### src/source/rv_pkg.sv
`default_nettype none

package rv_pkg;

    localparam int XLEN       = 32;
    localparam int REG_ADDR_W = 5;

    // ADDI x0, x0, 0
    localparam logic [XLEN-1:0] NOP_INSTR = 32'h0000_0013;

    // ====================
    // Encodings
    // ====================

    typedef enum logic [6:0] {
        OP_LUI    = 7'b0110111,
        OP_AUIPC  = 7'b0010111,
        OP_JAL    = 7'b1101111,
        OP_JALR   = 7'b1100111,
        OP_BRANCH = 7'b1100011,
        OP_LOAD   = 7'b0000011,
        OP_STORE  = 7'b0100011,
        OP_IMM    = 7'b0010011,
        OP_REG    = 7'b0110011
    } opcode_e;

    typedef enum logic [3:0] {
        ALU_ADD, ALU_SUB, ALU_SLL, ALU_SLT, ALU_SLTU, ALU_XOR,
        ALU_SRL, ALU_SRA, ALU_OR, ALU_AND, ALU_PASS_B
    } alu_op_e;

    // ====================
    // Stage payloads
    // ====================

    typedef struct packed {
        logic            valid;
        logic [XLEN-1:0] pc;
        logic [XLEN-1:0] pc_plus_4;
        logic [XLEN-1:0] instr;
    } if_id_t;

    typedef struct packed {
        logic                  valid;
        logic [XLEN-1:0]       pc;
        logic [XLEN-1:0]       pc_plus_4;
        logic [REG_ADDR_W-1:0] rs1;
        logic [REG_ADDR_W-1:0] rs2;
        logic [REG_ADDR_W-1:0] rd;
        logic [XLEN-1:0]       rs1_data;
        logic [XLEN-1:0]       rs2_data;
        logic [XLEN-1:0]       imm;
        alu_op_e               alu_op;
        logic                  alu_src_imm;    // Operand B from imm
        logic                  op1_pc;         // Operand A from PC (AUIPC)
        logic                  reg_write;
        logic                  mem_read;
        logic                  mem_write;
        logic                  branch;
        logic [2:0]            branch_funct3;
        logic                  jump;
        logic                  jalr;
        logic                  lui;
    } id_ex_t;

    typedef struct packed {
        logic                  valid;
        logic [REG_ADDR_W-1:0] rd;
        logic [XLEN-1:0]       alu_result;
        logic [XLEN-1:0]       store_data;
        logic [XLEN-1:0]       pc_plus_4;
        logic [XLEN-1:0]       jump_target;
        logic                  branch_taken;
        logic                  jump;
        logic                  reg_write;
        logic                  mem_read;
        logic                  mem_write;
        logic                  lui;
    } ex_mem_t;

    typedef struct packed {
        logic                  valid;
        logic [REG_ADDR_W-1:0] rd;
        logic [XLEN-1:0]       result;
        logic                  reg_write;
        logic                  mem_read;      // Take load data at write-back
    } mem_wb_t;

endpackage

`default_nettype wire

### src/source/alu.sv
`default_nettype none
`timescale 1ns/100ps

module alu (
    input  rv_pkg::alu_op_e         op_i,
    input  logic [rv_pkg::XLEN-1:0] a_i,
    input  logic [rv_pkg::XLEN-1:0] b_i,
    input  logic [2:0]              branch_funct3_i,
    output logic [rv_pkg::XLEN-1:0] result_o,
    output logic                    branch_cond_o
);
    import rv_pkg::*;

    logic lt_s;
    logic lt_u;

    assign lt_s = $signed(a_i) < $signed(b_i);
    assign lt_u = a_i < b_i;

    always_comb begin
        case (op_i)
            ALU_ADD:  result_o = a_i + b_i;
            ALU_SUB:  result_o = a_i - b_i;
            ALU_SLL:  result_o = a_i << b_i[4:0];
            ALU_SLT:  result_o = {{(XLEN-1){1'b0}}, lt_s};
            ALU_SLTU: result_o = {{(XLEN-1){1'b0}}, lt_u};
            ALU_XOR:  result_o = a_i ^ b_i;
            ALU_SRL:  result_o = a_i >> b_i[4:0];
            ALU_SRA:  result_o = $unsigned($signed(a_i) >>> b_i[4:0]);
            ALU_OR:   result_o = a_i | b_i;
            ALU_AND:  result_o = a_i & b_i;
            default:  result_o = b_i;           // PASS_B for LUI
        endcase
    end

    // Branch compare on the raw register operands
    always_comb begin
        case (branch_funct3_i)
            3'b000:  branch_cond_o = (a_i == b_i);
            3'b001:  branch_cond_o = (a_i != b_i);
            3'b100:  branch_cond_o = lt_s;
            3'b101:  branch_cond_o = !lt_s;
            3'b110:  branch_cond_o = lt_u;
            3'b111:  branch_cond_o = !lt_u;
            default: branch_cond_o = 1'b0;
        endcase
    end

endmodule

`default_nettype wire

### src/source/decoder.sv
`default_nettype none
`timescale 1ns/100ps

module decoder (
    input  logic [rv_pkg::XLEN-1:0] instr_i,
    output rv_pkg::id_ex_t          id_ctrl_o   // Data fields left zero
);
    import rv_pkg::*;

    logic [XLEN-1:0] instr;
    logic [2:0]      funct3;
    logic            alt;         // funct7 bit 5
    logic [XLEN-1:0] imm_i, imm_s, imm_b, imm_u, imm_j;

    function automatic alu_op_e alu_sel(input logic [2:0] f3, input logic f7_5,
                                        input logic is_reg);
        case (f3)
            3'b000:  return (is_reg && f7_5) ? ALU_SUB : ALU_ADD;
            3'b001:  return ALU_SLL;
            3'b010:  return ALU_SLT;
            3'b011:  return ALU_SLTU;
            3'b100:  return ALU_XOR;
            3'b101:  return f7_5 ? ALU_SRA : ALU_SRL;
            3'b110:  return ALU_OR;
            default: return ALU_AND;
        endcase
    endfunction

    // Unknown opcodes become the canonical NOP
    always_comb begin
        case (opcode_e'(instr_i[6:0]))
            OP_LUI, OP_AUIPC, OP_JAL, OP_JALR, OP_BRANCH,
            OP_LOAD, OP_STORE, OP_IMM, OP_REG: instr = instr_i;
            default:                           instr = NOP_INSTR;
        endcase
    end

    assign funct3 = instr[14:12];
    assign alt    = instr[30];

    assign imm_i = {{20{instr[31]}}, instr[31:20]};
    assign imm_s = {{20{instr[31]}}, instr[31:25], instr[11:7]};
    assign imm_b = {{19{instr[31]}}, instr[31], instr[7], instr[30:25], instr[11:8], 1'b0};
    assign imm_u = {instr[31:12], 12'b0};
    assign imm_j = {{11{instr[31]}}, instr[31], instr[19:12], instr[20], instr[30:21], 1'b0};

    always_comb begin
        id_ctrl_o               = '0;
        id_ctrl_o.rs1           = instr[19:15];
        id_ctrl_o.rs2           = instr[24:20];
        id_ctrl_o.rd            = instr[11:7];
        id_ctrl_o.branch_funct3 = funct3;
        id_ctrl_o.alu_op        = ALU_ADD;
        // Unused sources are zeroed so hazard logic ignores them
        case (opcode_e'(instr[6:0]))
            OP_REG: begin
                id_ctrl_o.alu_op    = alu_sel(funct3, alt, 1'b1);
                id_ctrl_o.reg_write = 1'b1;
            end
            OP_IMM: begin
                id_ctrl_o.rs2         = '0;
                id_ctrl_o.imm         = imm_i;
                id_ctrl_o.alu_op      = alu_sel(funct3, alt, 1'b0);
                id_ctrl_o.alu_src_imm = 1'b1;
                id_ctrl_o.reg_write   = 1'b1;
            end
            OP_LOAD: begin
                id_ctrl_o.rs2         = '0;
                id_ctrl_o.imm         = imm_i;
                id_ctrl_o.alu_src_imm = 1'b1;
                id_ctrl_o.mem_read    = 1'b1;
                id_ctrl_o.reg_write   = 1'b1;
            end
            OP_STORE: begin
                id_ctrl_o.rd          = '0;
                id_ctrl_o.imm         = imm_s;
                id_ctrl_o.alu_src_imm = 1'b1;
                id_ctrl_o.mem_write   = 1'b1;
            end
            OP_BRANCH: begin
                id_ctrl_o.rd     = '0;
                id_ctrl_o.imm    = imm_b;
                id_ctrl_o.branch = 1'b1;
            end
            OP_LUI: begin
                id_ctrl_o.rs1         = '0;
                id_ctrl_o.rs2         = '0;
                id_ctrl_o.imm         = imm_u;
                id_ctrl_o.alu_op      = ALU_PASS_B;
                id_ctrl_o.alu_src_imm = 1'b1;
                id_ctrl_o.lui         = 1'b1;
                id_ctrl_o.reg_write   = 1'b1;
            end
            OP_AUIPC: begin
                id_ctrl_o.rs1         = '0;
                id_ctrl_o.rs2         = '0;
                id_ctrl_o.imm         = imm_u;
                id_ctrl_o.op1_pc      = 1'b1;
                id_ctrl_o.alu_src_imm = 1'b1;
                id_ctrl_o.reg_write   = 1'b1;
            end
            OP_JAL: begin
                id_ctrl_o.rs1       = '0;
                id_ctrl_o.rs2       = '0;
                id_ctrl_o.imm       = imm_j;
                id_ctrl_o.jump      = 1'b1;
                id_ctrl_o.reg_write = 1'b1;
            end
            OP_JALR: begin
                id_ctrl_o.rs2       = '0;
                id_ctrl_o.imm       = imm_i;
                id_ctrl_o.jump      = 1'b1;
                id_ctrl_o.jalr      = 1'b1;
                id_ctrl_o.reg_write = 1'b1;
            end
            default: id_ctrl_o.reg_write = 1'b0;
        endcase
    end

endmodule

`default_nettype wire

### src/source/hazard_unit.sv
`default_nettype none
`timescale 1ns/100ps

module hazard_unit (
    input  logic [rv_pkg::REG_ADDR_W-1:0] id_rs1_i,
    input  logic [rv_pkg::REG_ADDR_W-1:0] id_rs2_i,
    input  logic [rv_pkg::REG_ADDR_W-1:0] ex_rs1_i,
    input  logic [rv_pkg::REG_ADDR_W-1:0] ex_rs2_i,
    input  logic [rv_pkg::REG_ADDR_W-1:0] ex_rd_i,
    input  logic [rv_pkg::REG_ADDR_W-1:0] mem_rd_i,
    input  logic [rv_pkg::REG_ADDR_W-1:0] wb_rd_i,
    input  logic                          ex_mem_read_i,
    input  logic                          mem_reg_write_i,
    input  logic                          wb_reg_write_i,
    input  logic                          mem_redirect_i,   // Taken branch or jump
    output logic [1:0]                    fwd_a_o,
    output logic [1:0]                    fwd_b_o,
    output logic                          stall_o,
    output logic                          flush_o
);
    import rv_pkg::*;

    logic load_use;

    // Youngest producer wins, x0 never forwards
    function automatic logic [1:0] fwd_sel(input logic [REG_ADDR_W-1:0] src,
                                           input logic [REG_ADDR_W-1:0] m_rd,
                                           input logic                  m_we,
                                           input logic [REG_ADDR_W-1:0] w_rd,
                                           input logic                  w_we);
        if (src == '0)                  return 2'd0;
        else if (m_we && (m_rd == src)) return 2'd1;
        else if (w_we && (w_rd == src)) return 2'd2;
        else                            return 2'd0;
    endfunction

    always_comb begin
        fwd_a_o = fwd_sel(ex_rs1_i, mem_rd_i, mem_reg_write_i, wb_rd_i, wb_reg_write_i);
        fwd_b_o = fwd_sel(ex_rs2_i, mem_rd_i, mem_reg_write_i, wb_rd_i, wb_reg_write_i);
    end

    // Load result is not ready until write-back
    assign load_use = ex_mem_read_i && (ex_rd_i != '0) &&
                      ((ex_rd_i == id_rs1_i) || (ex_rd_i == id_rs2_i));

    assign flush_o = mem_redirect_i;
    assign stall_o = load_use && !mem_redirect_i;   // Redirect kills the load-use pair

endmodule

`default_nettype wire

### src/source/pipe_reg.sv
`default_nettype none
`timescale 1ns/100ps

module pipe_reg #(
    parameter type payload_t = logic
)(
    input  logic     clk_i,
    input  logic     rst_n_i,
    input  logic     enable_i,
    input  logic     clear_i,     // Insert bubble, beats enable
    input  payload_t data_i,
    output payload_t data_o
);

    always_ff @(posedge clk_i) begin
        if (!rst_n_i || clear_i) begin
            data_o <= '0;         // All-zero payload means valid low
        end else if (enable_i) begin
            data_o <= data_i;
        end
    end

    // Stage contents must be fully known once the core runs
    a_known_after_reset: assert property (
        @(posedge clk_i) $rose(rst_n_i) |=> !$isunknown(data_o)
    );

endmodule

`default_nettype wire

### src/source/reg_file.sv
`default_nettype none
`timescale 1ns/100ps

module reg_file (
    input  logic                          clk_i,
    input  logic                          rst_n_i,
    input  logic [rv_pkg::REG_ADDR_W-1:0] raddr1_i,
    input  logic [rv_pkg::REG_ADDR_W-1:0] raddr2_i,
    output logic [rv_pkg::XLEN-1:0]       rdata1_o,
    output logic [rv_pkg::XLEN-1:0]       rdata2_o,
    input  logic                          we_i,
    input  logic [rv_pkg::REG_ADDR_W-1:0] waddr_i,
    input  logic [rv_pkg::XLEN-1:0]       wdata_i
);
    import rv_pkg::*;

    logic [XLEN-1:0] regs [1:31];    // x0 has no storage

    // No writes while reset is held
    always_ff @(posedge clk_i) begin
        if (rst_n_i && we_i && (waddr_i != '0)) begin
            regs[waddr_i] <= wdata_i;
        end
    end

    // Write-through covers the decode read in the write-back cycle
    always_comb begin
        if (raddr1_i == '0)                          rdata1_o = '0;
        else if (we_i && (waddr_i == raddr1_i))      rdata1_o = wdata_i;
        else                                         rdata1_o = regs[raddr1_i];

        if (raddr2_i == '0)                          rdata2_o = '0;
        else if (we_i && (waddr_i == raddr2_i))      rdata2_o = wdata_i;
        else                                         rdata2_o = regs[raddr2_i];
    end

endmodule

`default_nettype wire

### src/source/rv_core.sv
`default_nettype none
`timescale 1ns/100ps

module rv_core #(
    parameter logic [rv_pkg::XLEN-1:0] RESET_PC = '0
)(
    input  logic                    clk_i,
    input  logic                    rst_n_i,
    output logic [rv_pkg::XLEN-1:0] imem_addr_o,
    input  logic [rv_pkg::XLEN-1:0] imem_data_i,
    output logic [rv_pkg::XLEN-1:0] dmem_addr_o,
    output logic [rv_pkg::XLEN-1:0] dmem_wdata_o,
    output logic                    dmem_we_o,
    output logic                    dmem_re_o,
    input  logic [rv_pkg::XLEN-1:0] dmem_rdata_i
);
    import rv_pkg::*;

    if_id_t  if_id_d,  if_id_q;
    id_ex_t  id_ctrl,  id_ex_d,  id_ex_q;
    ex_mem_t ex_mem_d, ex_mem_q;
    mem_wb_t mem_wb_d, mem_wb_q;

    logic [XLEN-1:0] pc_q, pc_plus_4_if, pc_next;
    logic [XLEN-1:0] id_instr, rs1_rdata, rs2_rdata;
    logic [XLEN-1:0] fwd_rs1, fwd_rs2, alu_a, alu_b, alu_result, jump_sum;
    logic [XLEN-1:0] mem_result, wb_data;
    logic [1:0]      fwd_a, fwd_b;
    logic            branch_cond, redirect, stall, flush, wb_we;

    // ====================
    // Fetch
    // ====================

    assign pc_plus_4_if = pc_q + 32'd4;
    assign pc_next      = flush ? ex_mem_q.jump_target : pc_plus_4_if;

    always_ff @(posedge clk_i) begin
        if (!rst_n_i) begin
            pc_q <= RESET_PC;
        end else if (!stall) begin   // Stall never coincides with flush
            pc_q <= pc_next;
        end
    end

    assign imem_addr_o = pc_q;
    assign if_id_d     = '{valid: 1'b1, pc: pc_q, pc_plus_4: pc_plus_4_if, instr: imem_data_i};

    pipe_reg #(.payload_t(if_id_t)) if_id_reg (
        .clk_i, .rst_n_i, .enable_i(!stall), .clear_i(flush),
        .data_i(if_id_d), .data_o(if_id_q)
    );

    // ====================
    // Decode
    // ====================

    assign id_instr = if_id_q.valid ? if_id_q.instr : NOP_INSTR;

    decoder u_decoder (.instr_i(id_instr), .id_ctrl_o(id_ctrl));

    reg_file u_reg_file (
        .clk_i, .rst_n_i,
        .raddr1_i(id_ctrl.rs1), .raddr2_i(id_ctrl.rs2),
        .rdata1_o(rs1_rdata),   .rdata2_o(rs2_rdata),
        .we_i(wb_we), .waddr_i(mem_wb_q.rd), .wdata_i(wb_data)
    );

    always_comb begin
        id_ex_d           = id_ctrl;
        id_ex_d.valid     = if_id_q.valid;
        id_ex_d.pc        = if_id_q.pc;
        id_ex_d.pc_plus_4 = if_id_q.pc_plus_4;
        id_ex_d.rs1_data  = rs1_rdata;
        id_ex_d.rs2_data  = rs2_rdata;
    end

    pipe_reg #(.payload_t(id_ex_t)) id_ex_reg (
        .clk_i, .rst_n_i, .enable_i(1'b1), .clear_i(stall || flush),
        .data_i(id_ex_d), .data_o(id_ex_q)
    );

    // ====================
    // Execute
    // ====================

    always_comb begin
        case (fwd_a)
            2'd1:    fwd_rs1 = mem_result;
            2'd2:    fwd_rs1 = wb_data;
            default: fwd_rs1 = id_ex_q.rs1_data;
        endcase
        case (fwd_b)
            2'd1:    fwd_rs2 = mem_result;
            2'd2:    fwd_rs2 = wb_data;
            default: fwd_rs2 = id_ex_q.rs2_data;
        endcase
    end

    assign alu_a = id_ex_q.op1_pc ? id_ex_q.pc : fwd_rs1;        // AUIPC
    assign alu_b = id_ex_q.alu_src_imm ? id_ex_q.imm : fwd_rs2;

    alu u_alu (
        .op_i(id_ex_q.alu_op), .a_i(alu_a), .b_i(alu_b),
        .branch_funct3_i(id_ex_q.branch_funct3),
        .result_o(alu_result), .branch_cond_o(branch_cond)
    );

    // JALR base is rs1, everything else is PC relative
    assign jump_sum = (id_ex_q.jalr ? fwd_rs1 : id_ex_q.pc) + id_ex_q.imm;

    assign ex_mem_d = '{
        valid:        id_ex_q.valid,
        rd:           id_ex_q.rd,
        alu_result:   alu_result,
        store_data:   fwd_rs2,
        pc_plus_4:    id_ex_q.pc_plus_4,
        jump_target:  {jump_sum[XLEN-1:1], 1'b0},
        branch_taken: id_ex_q.branch && branch_cond,
        jump:         id_ex_q.jump,
        reg_write:    id_ex_q.reg_write,
        mem_read:     id_ex_q.mem_read,
        mem_write:    id_ex_q.mem_write,
        lui:          id_ex_q.lui
    };

    pipe_reg #(.payload_t(ex_mem_t)) ex_mem_reg (
        .clk_i, .rst_n_i, .enable_i(1'b1), .clear_i(flush),
        .data_i(ex_mem_d), .data_o(ex_mem_q)
    );

    // ====================
    // Memory
    // ====================

    assign redirect     = ex_mem_q.valid && (ex_mem_q.branch_taken || ex_mem_q.jump);
    assign dmem_addr_o  = ex_mem_q.alu_result;
    assign dmem_wdata_o = ex_mem_q.store_data;
    assign dmem_we_o    = ex_mem_q.valid && ex_mem_q.mem_write;
    assign dmem_re_o    = ex_mem_q.valid && ex_mem_q.mem_read;

    // Link value for jumps, LUI immediate arrives through PASS_B
    assign mem_result = ex_mem_q.jump ? ex_mem_q.pc_plus_4 : ex_mem_q.alu_result;

    assign mem_wb_d = '{valid: ex_mem_q.valid, rd: ex_mem_q.rd, result: mem_result,
                        reg_write: ex_mem_q.reg_write, mem_read: ex_mem_q.mem_read};

    pipe_reg #(.payload_t(mem_wb_t)) mem_wb_reg (
        .clk_i, .rst_n_i, .enable_i(1'b1), .clear_i(1'b0),
        .data_i(mem_wb_d), .data_o(mem_wb_q)
    );

    // Write-back
    assign wb_data = mem_wb_q.mem_read ? dmem_rdata_i : mem_wb_q.result;
    assign wb_we   = mem_wb_q.valid && mem_wb_q.reg_write;

    hazard_unit u_hazard (
        .id_rs1_i(id_ctrl.rs1),         .id_rs2_i(id_ctrl.rs2),
        .ex_rs1_i(id_ex_q.rs1),         .ex_rs2_i(id_ex_q.rs2),
        .ex_rd_i(id_ex_q.rd),           .mem_rd_i(ex_mem_q.rd),
        .wb_rd_i(mem_wb_q.rd),          .ex_mem_read_i(id_ex_q.mem_read),
        .mem_reg_write_i(ex_mem_q.reg_write),
        .wb_reg_write_i(mem_wb_q.reg_write),
        .mem_redirect_i(redirect),
        .fwd_a_o(fwd_a), .fwd_b_o(fwd_b), .stall_o(stall), .flush_o(flush)
    );

    // Target is fetched the cycle after the redirect
    a_redirect_fetch: assert property (
        @(posedge clk_i) disable iff (!rst_n_i)
        redirect |=> (imem_addr_o == $past(ex_mem_q.jump_target))
    );

endmodule

`default_nettype wire

### config.mk
export PLATFORM = sky130hd
export DESIGN_NAME = rv_core
export DESIGN_NICKNAME = d
export VERILOG_FILES = /design/src/source/rv_pkg.sv /design/src/source/alu.sv /design/src/source/decoder.sv /design/src/source/hazard_unit.sv /design/src/source/pipe_reg.sv /design/src/source/reg_file.sv /design/src/source/rv_core.sv
export SDC_FILE = /design/constraint.sdc
export NUM_CORES = 2
export LEC_CHECK = 0
export BUFFER_PORTS_ARGS = -buffer_cell sky130_fd_sc_hd__buf_2
export CORE_UTILIZATION = 50
export CTS_CLUSTER_DIAMETER = 80
export DETAILED_ROUTE_END_ITERATION = 16
export HOLD_SLACK_MARGIN = 0.08
export PLACE_DENSITY_LB_ADDON = 0.25
export SYNTH_ARGS = -nofsm -noshare
export SYNTH_HDL_FRONTEND = slang
export SYNTH_HIERARCHICAL = 1
export SYNTH_SLANG_ARGS = --single-unit
### constraint.sdc
create_clock -name clk_i -period 7.61 [get_ports clk_i]
set_clock_uncertainty 0.15 [all_clocks]
set_input_delay 1.522 -clock clk_i [delete_from_list [all_inputs] [get_ports clk_i]]
set_output_delay 1.522 -clock clk_i [all_outputs]
set_load 0.02 [all_outputs]
# Word-level counts from Yosys, hierarchy flattened
# Memories as Yosys holds them, arrays and structs flattened. A register that Yosys moved wholly into a read port is not among the register bits.
# Index checks and enable logic that the tools add are counted.
totals:
  reg_bits: 435
  latchBits: 0
  ramBits: 992
  rom_bits: 0
  in_bits: 66
  out_inout_bits: 98
  wordCells: 181
  mem_count: 1
op_classes:
  add_sub_neg: 4
  multipliers: 0
  div_mod_pow: 0
  order_cmp: 2
  eq_ne: 50
  shift: 3
  n_mux: 36
  bitwise_logic: 3
  n_reduce_logical: 43
mem_list:
  columns: ["name", "words", "word_bits", "read_ports", "rd_ports_with_merged_regs", "write_ports", "line", "rtl"]
  rows:
  - ["u_reg_file.regs", 31, 32, 2, 2, 1, "reg_file.sv:17", "logic [XLEN-1:0] regs [1:31];"]
ops:
  columns: ["cell", "count"]
  rows:
  - ["32-bit case mux with 10 select lines", 1]
  - ["32-bit 2-to-1 mux", 8]
  - ["32-bit case mux with 5 select lines", 1]
  - ["32-bit case mux with 2 select lines", 2]
  - ["32-bit adder", 2]
  - ["32-bit < comparator", 2]
  - ["4-bit case mux with 7 select lines", 2]
  - ["7-bit by 6-bit == test with 1-bit output, second input constant", 6]
  - ["7-bit == test, second input constant", 6]
  - ["32-bit by 3-bit adder with 32-bit output, second input constant", 1]
  - ["32-bit AND", 1]
  - ["32-bit == test", 1]
  - ["32-bit inequality test", 1]
  - ["32-bit OR", 1]
  - ["32-bit by 5-bit left shift with 32-bit output", 1]
  - ["32-bit by 5-bit >> shifter with 32-bit output", 1]
  - ["32-bit by 5-bit >>> shifter with 32-bit output", 1]
  - ["32-bit subtractor", 1]
  - ["32-bit XOR", 1]
  - ["5-bit == test", 6]
  - ["7-bit by 5-bit == test with 1-bit output, second input constant", 4]
  - ["3-bit == test, second input constant", 7]
  - ["5-bit logical NOT", 4]
  - ["4-bit by 3-bit == test with 1-bit output, second input constant", 4]
  - ["other kinds (25)", 76]

# Logic depth before layout (Yosys ltp)
depth:
  depth_word: 14
  depth_mapped: 30
  depth_no_buf: 26

# Hierarchy
# Netlist, hierarchy kept.
modules_own_cells:
  columns: ["mod", "n_inst", "cells_each", "area_each_um2", "seq_area_each_um2"]
  rows:
  - ["reg_file", 1, 2789, 47205.3, 29788.6]
  - ["alu", 1, 1350, 8454.4, 0.0]
  - ["rv_core", 1, 971, 7163.1, 640.6]
  - ["pipe_reg (id_ex_reg)", 1, 620, 6999.2, 3843.7]
  - ["pipe_reg (ex_mem_reg)", 1, 453, 4972.3, 2802.7]
  - ["pipe_reg (if_id_reg)", 1, 314, 3442.1, 1941.9]
  - ["decoder", 1, 276, 1838.0, 0.0]
  - ["pipe_reg (mem_wb_reg)", 1, 130, 1465.2, 800.8]
  - ["hazard_unit", 1, 55, 439.2, 0.0]

# Worst setup path before layout
# OpenSTA, ideal clock, no wires.
synth_path:
  path_kind: "input to register"
  startpoint: "input dmem_rdata_i[1] in the netlist's numbering"
  endpoint: "register ex_mem_reg/data_o[129] in the netlist's numbering"
  setup_ns: 0.117
  arrival_time_ns: 6.122
  required_ns: 7.343
  slack_ns: 1.221
  cell_stages: 21
  path_buffers: 2
  path_cell_list: "mux2_2 -> a22oi_1 -> o21ai_0 -> mux2_2 -> inv_2 -> buf_1 -> clkbuf_1 -> ha_1 -> a21o_1 -> nand2_1 -> o211ai_1 -> a2111oi_2 -> nor3_2 -> nor4_4 -> nor3_1 -> o41ai_1 -> xnor2_1 -> o21ai_1 -> a2bb2o_1 -> mux2i_1 -> nor2_1"
synth_rtl:
  columns: ["element", "line", "rtl"]
  rows:
  - ["start, declared", "rv_core.sv:15", "input logic [rv_pkg::XLEN-1:0] dmem_rdata_i"]
  - ["end signal, assigned", "pipe_reg.sv:19", "data_o <= data_i;"]
  - ["end, declared", "pipe_reg.sv:12", "output payload_t data_o"]

==> run metrics <==
placed cell count=8808; layout cells sized above 1=0.177; Core Rows=147; full die area=163000 µm²; CP Launch Point=mem_wb_reg/data_o[36]; Worst Setup End Kind=register; # Max-Cap Violations=0; CTS Buf Count=157; violated checks=slew limit; cts-stage hold buffer count=0; RSZ-0062 raised after global routing=no; maximum fanout along the worst path=24; # IOs=164; Flop pwr share=0.507; clock insertion delay at the later pin of the skew report=0.83 ns; Initial DRT Pass Iterations=8; f_max=137 MHz; Core Region=161000 µm²; RR Startpoint=mem_wb_reg/data_o[36]; Worst-Margin Slew=1.53 ns; slew margin rel.=-0.0227; # nets final=7011; post-route cell area=88400 µm²; clock tree sinks=1491; # port buffers=163; post-CTS setup buffer count=0; clock period minus worst slack=7.32 ns; H-tree Lvls=4; Clock Path Buffers=3; synth warn=6; first-pass GRT wire length=433 mm; period utilization=0.961; leakage power=29.8 nW; WL/cell=33.9 µm; WHS=0.336 ns; Final Hold Violating Endpoints=0; Power Total=17.0 mW; CTS tree=yes; Max stage delay on crit path=0.87 ns; Clock transition at path regs=0.06 ns; final non-filler cell total=9101; hold path start=if_id_reg/data_o[7]; die width=404 µm; P_sw=3.91 mW; Cells after Synth=6821; GP Congestion=1.11; Data arrival, critical path=7.84 ns; Internal=13.0 mW; worst ir drop on vdd=0.218 mV; Crit path top cell by count=nand4_1; crit path max-delay cell type=o21ai_0; antenna violations before repair=27; combinational cell fraction of total power=0.049; setup tns final=0 ns; sw frac=0.231; 1st-iter DRT viols=9379; Post-DRT Antenna Nets=0; largest net degree at the start of global routing=192; via count=61700; Layout area overhead=9.26%; crit path kind=register to register; Synth Area per Inst=11.9 µm²; Critical Path RT=8.13 ns; CP startpoint kind=register; max-slew violation count=1; Starting Density=0.504; final setup fails=0; DP HPWL=209 mm; Vias/cell=6.78; min-delay worst type=register to register; post-layout util=0.551; Clock power frac=0.444; Post-route DRC=0; pre-CTS WS=0.598 ns; post-CTS sizing=0; drt total wl=309 mm; vias in the first global route=58900; fill count=13400; worst setup margin=0.294 ns; clock root cell=clkbuf_16; pwr/cell area=192 nW/µm²; Die Ht=404 µm; placed inst area=83400 µm²; status=complete, but fails checks; crit-path cells=xnor2_1 -> nand4_1 -> nor4b_2 -> ha_2 -> buf_4 -> a22oi_1 -> o21ai_0 -> mux2_2 -> inv_1 -> ha_1 -> inv_1 -> o31a_1 -> nand3_1 -> a211oi_1 -> o31ai_1 -> nand4_1 -> o21ai_0 -> nand2_1 -> nand4_1 -> o41ai_1 -> o32a_1 -> mux2i_1 -> nor2_1; grt ovf=0; GR Util All Layers=0.371; mapped cell area=80900 µm²
[state kept, by name, indices dropped and copies added, names as in the netlist]
| register | count |
|---|---|
| if_id_reg/data_o | 97 |
| ex_mem_reg/data_o | 139 |
| mem_wb_reg/data_o | 40 |
| id_ex_reg/data_o | 191 |
| imem_addr_o | 32 |
| u_reg_file/regs | 992 |
[path summary, 6_finish.rpt]
path	slack, ns	depth (start not counted)	end
worst max-delay path	0.29	23	ex_mem_reg/data_o[130]
worst min-delay path	0.34	2	if_id_reg/data_o[7]
worst max register to register	0.29	23	ex_mem_reg/data_o[130]
worst min register to register	0.34	2	if_id_reg/data_o[7]
[layer usage]
layer  GRT usage  wire length, µm  up-vias
li1            -                -    25900
met1       0.487           115000    30500
met2       0.552           134000     4338
met3      0.0968            38100      957
met4       0.218            21200       20
met5           0              138        -
[critical path: cells and delay by family (launching register included)]
| kind | cells | cell delay [ns] |
|---|---|---|
| adder cells (fa/ha/maj) | 2 | 1.06 |
| AND/OR/NAND/NOR | 7 | 1.18 |
| flip-flops | 1 | 0.67 |
| AO/OA/AOI/OAI | 8 | 2.74 |
| multiplexers | 2 | 0.48 |
| buffers and inverters | 3 | 0.69 |
| XOR/XNOR | 1 | 0.18 |
[area by class of cell]
| cell class | count | area (µm²) | share of cell area |
|---|---|---|---|
| inverter | 141 | 534 | 0.00604 |
| clock inverter | 80 | 636 | 0.00719 |
| multi-input combinational | 4658 | 37900 | 0.429 |
| antenna | 7 | 17.5 | 0.000198 |
| tap | 2160 | 2700 | 0.0306 |
| timing repair buffer | 358 | 2470 | 0.0279 |
| sequential | 1491 | 39800 | 0.450 |
| clock buffer | 206 | 4360 | 0.0493 |
[placed cells by master, fill, tap and decap left out, types with 33 or more instances in the layout]
master and count:
mux4_2 298, o21ai_0 262, clkbuf_16 163, mux2i_1 954, a221oi_1 57, buf_4 180, a21o_1 33, o211ai_1 57
nor2_1 751, xor2_1 41, a211oi_1 88, mux2_2 192, xnor2_1 82, nand3_1 84, and2_1 68, o22ai_1 86
a21oi_1 326, nand2b_1 37, inv_1 131, a22oi_1 121, nand2_1 358, edfxtp_1 992, nor3_1 71, ha_1 133
a32o_1 37, buf_2 163, dfxtp_1 495, nor2_4 37
[power by group through the flow]
stage	Sequential, mW	Clock (mW)	Combinational [mW]
final	8.60	7.53	0.824
after global routing	8.60	7.88	0.850
after CTS	8.60	7.59	0.778
after detailed placement	8.78	0	0.775
after global placement	8.77	0	0.775
after floorplan	8.76	0	0.563
No activity file was read; power rests on OpenSTA's default activity.
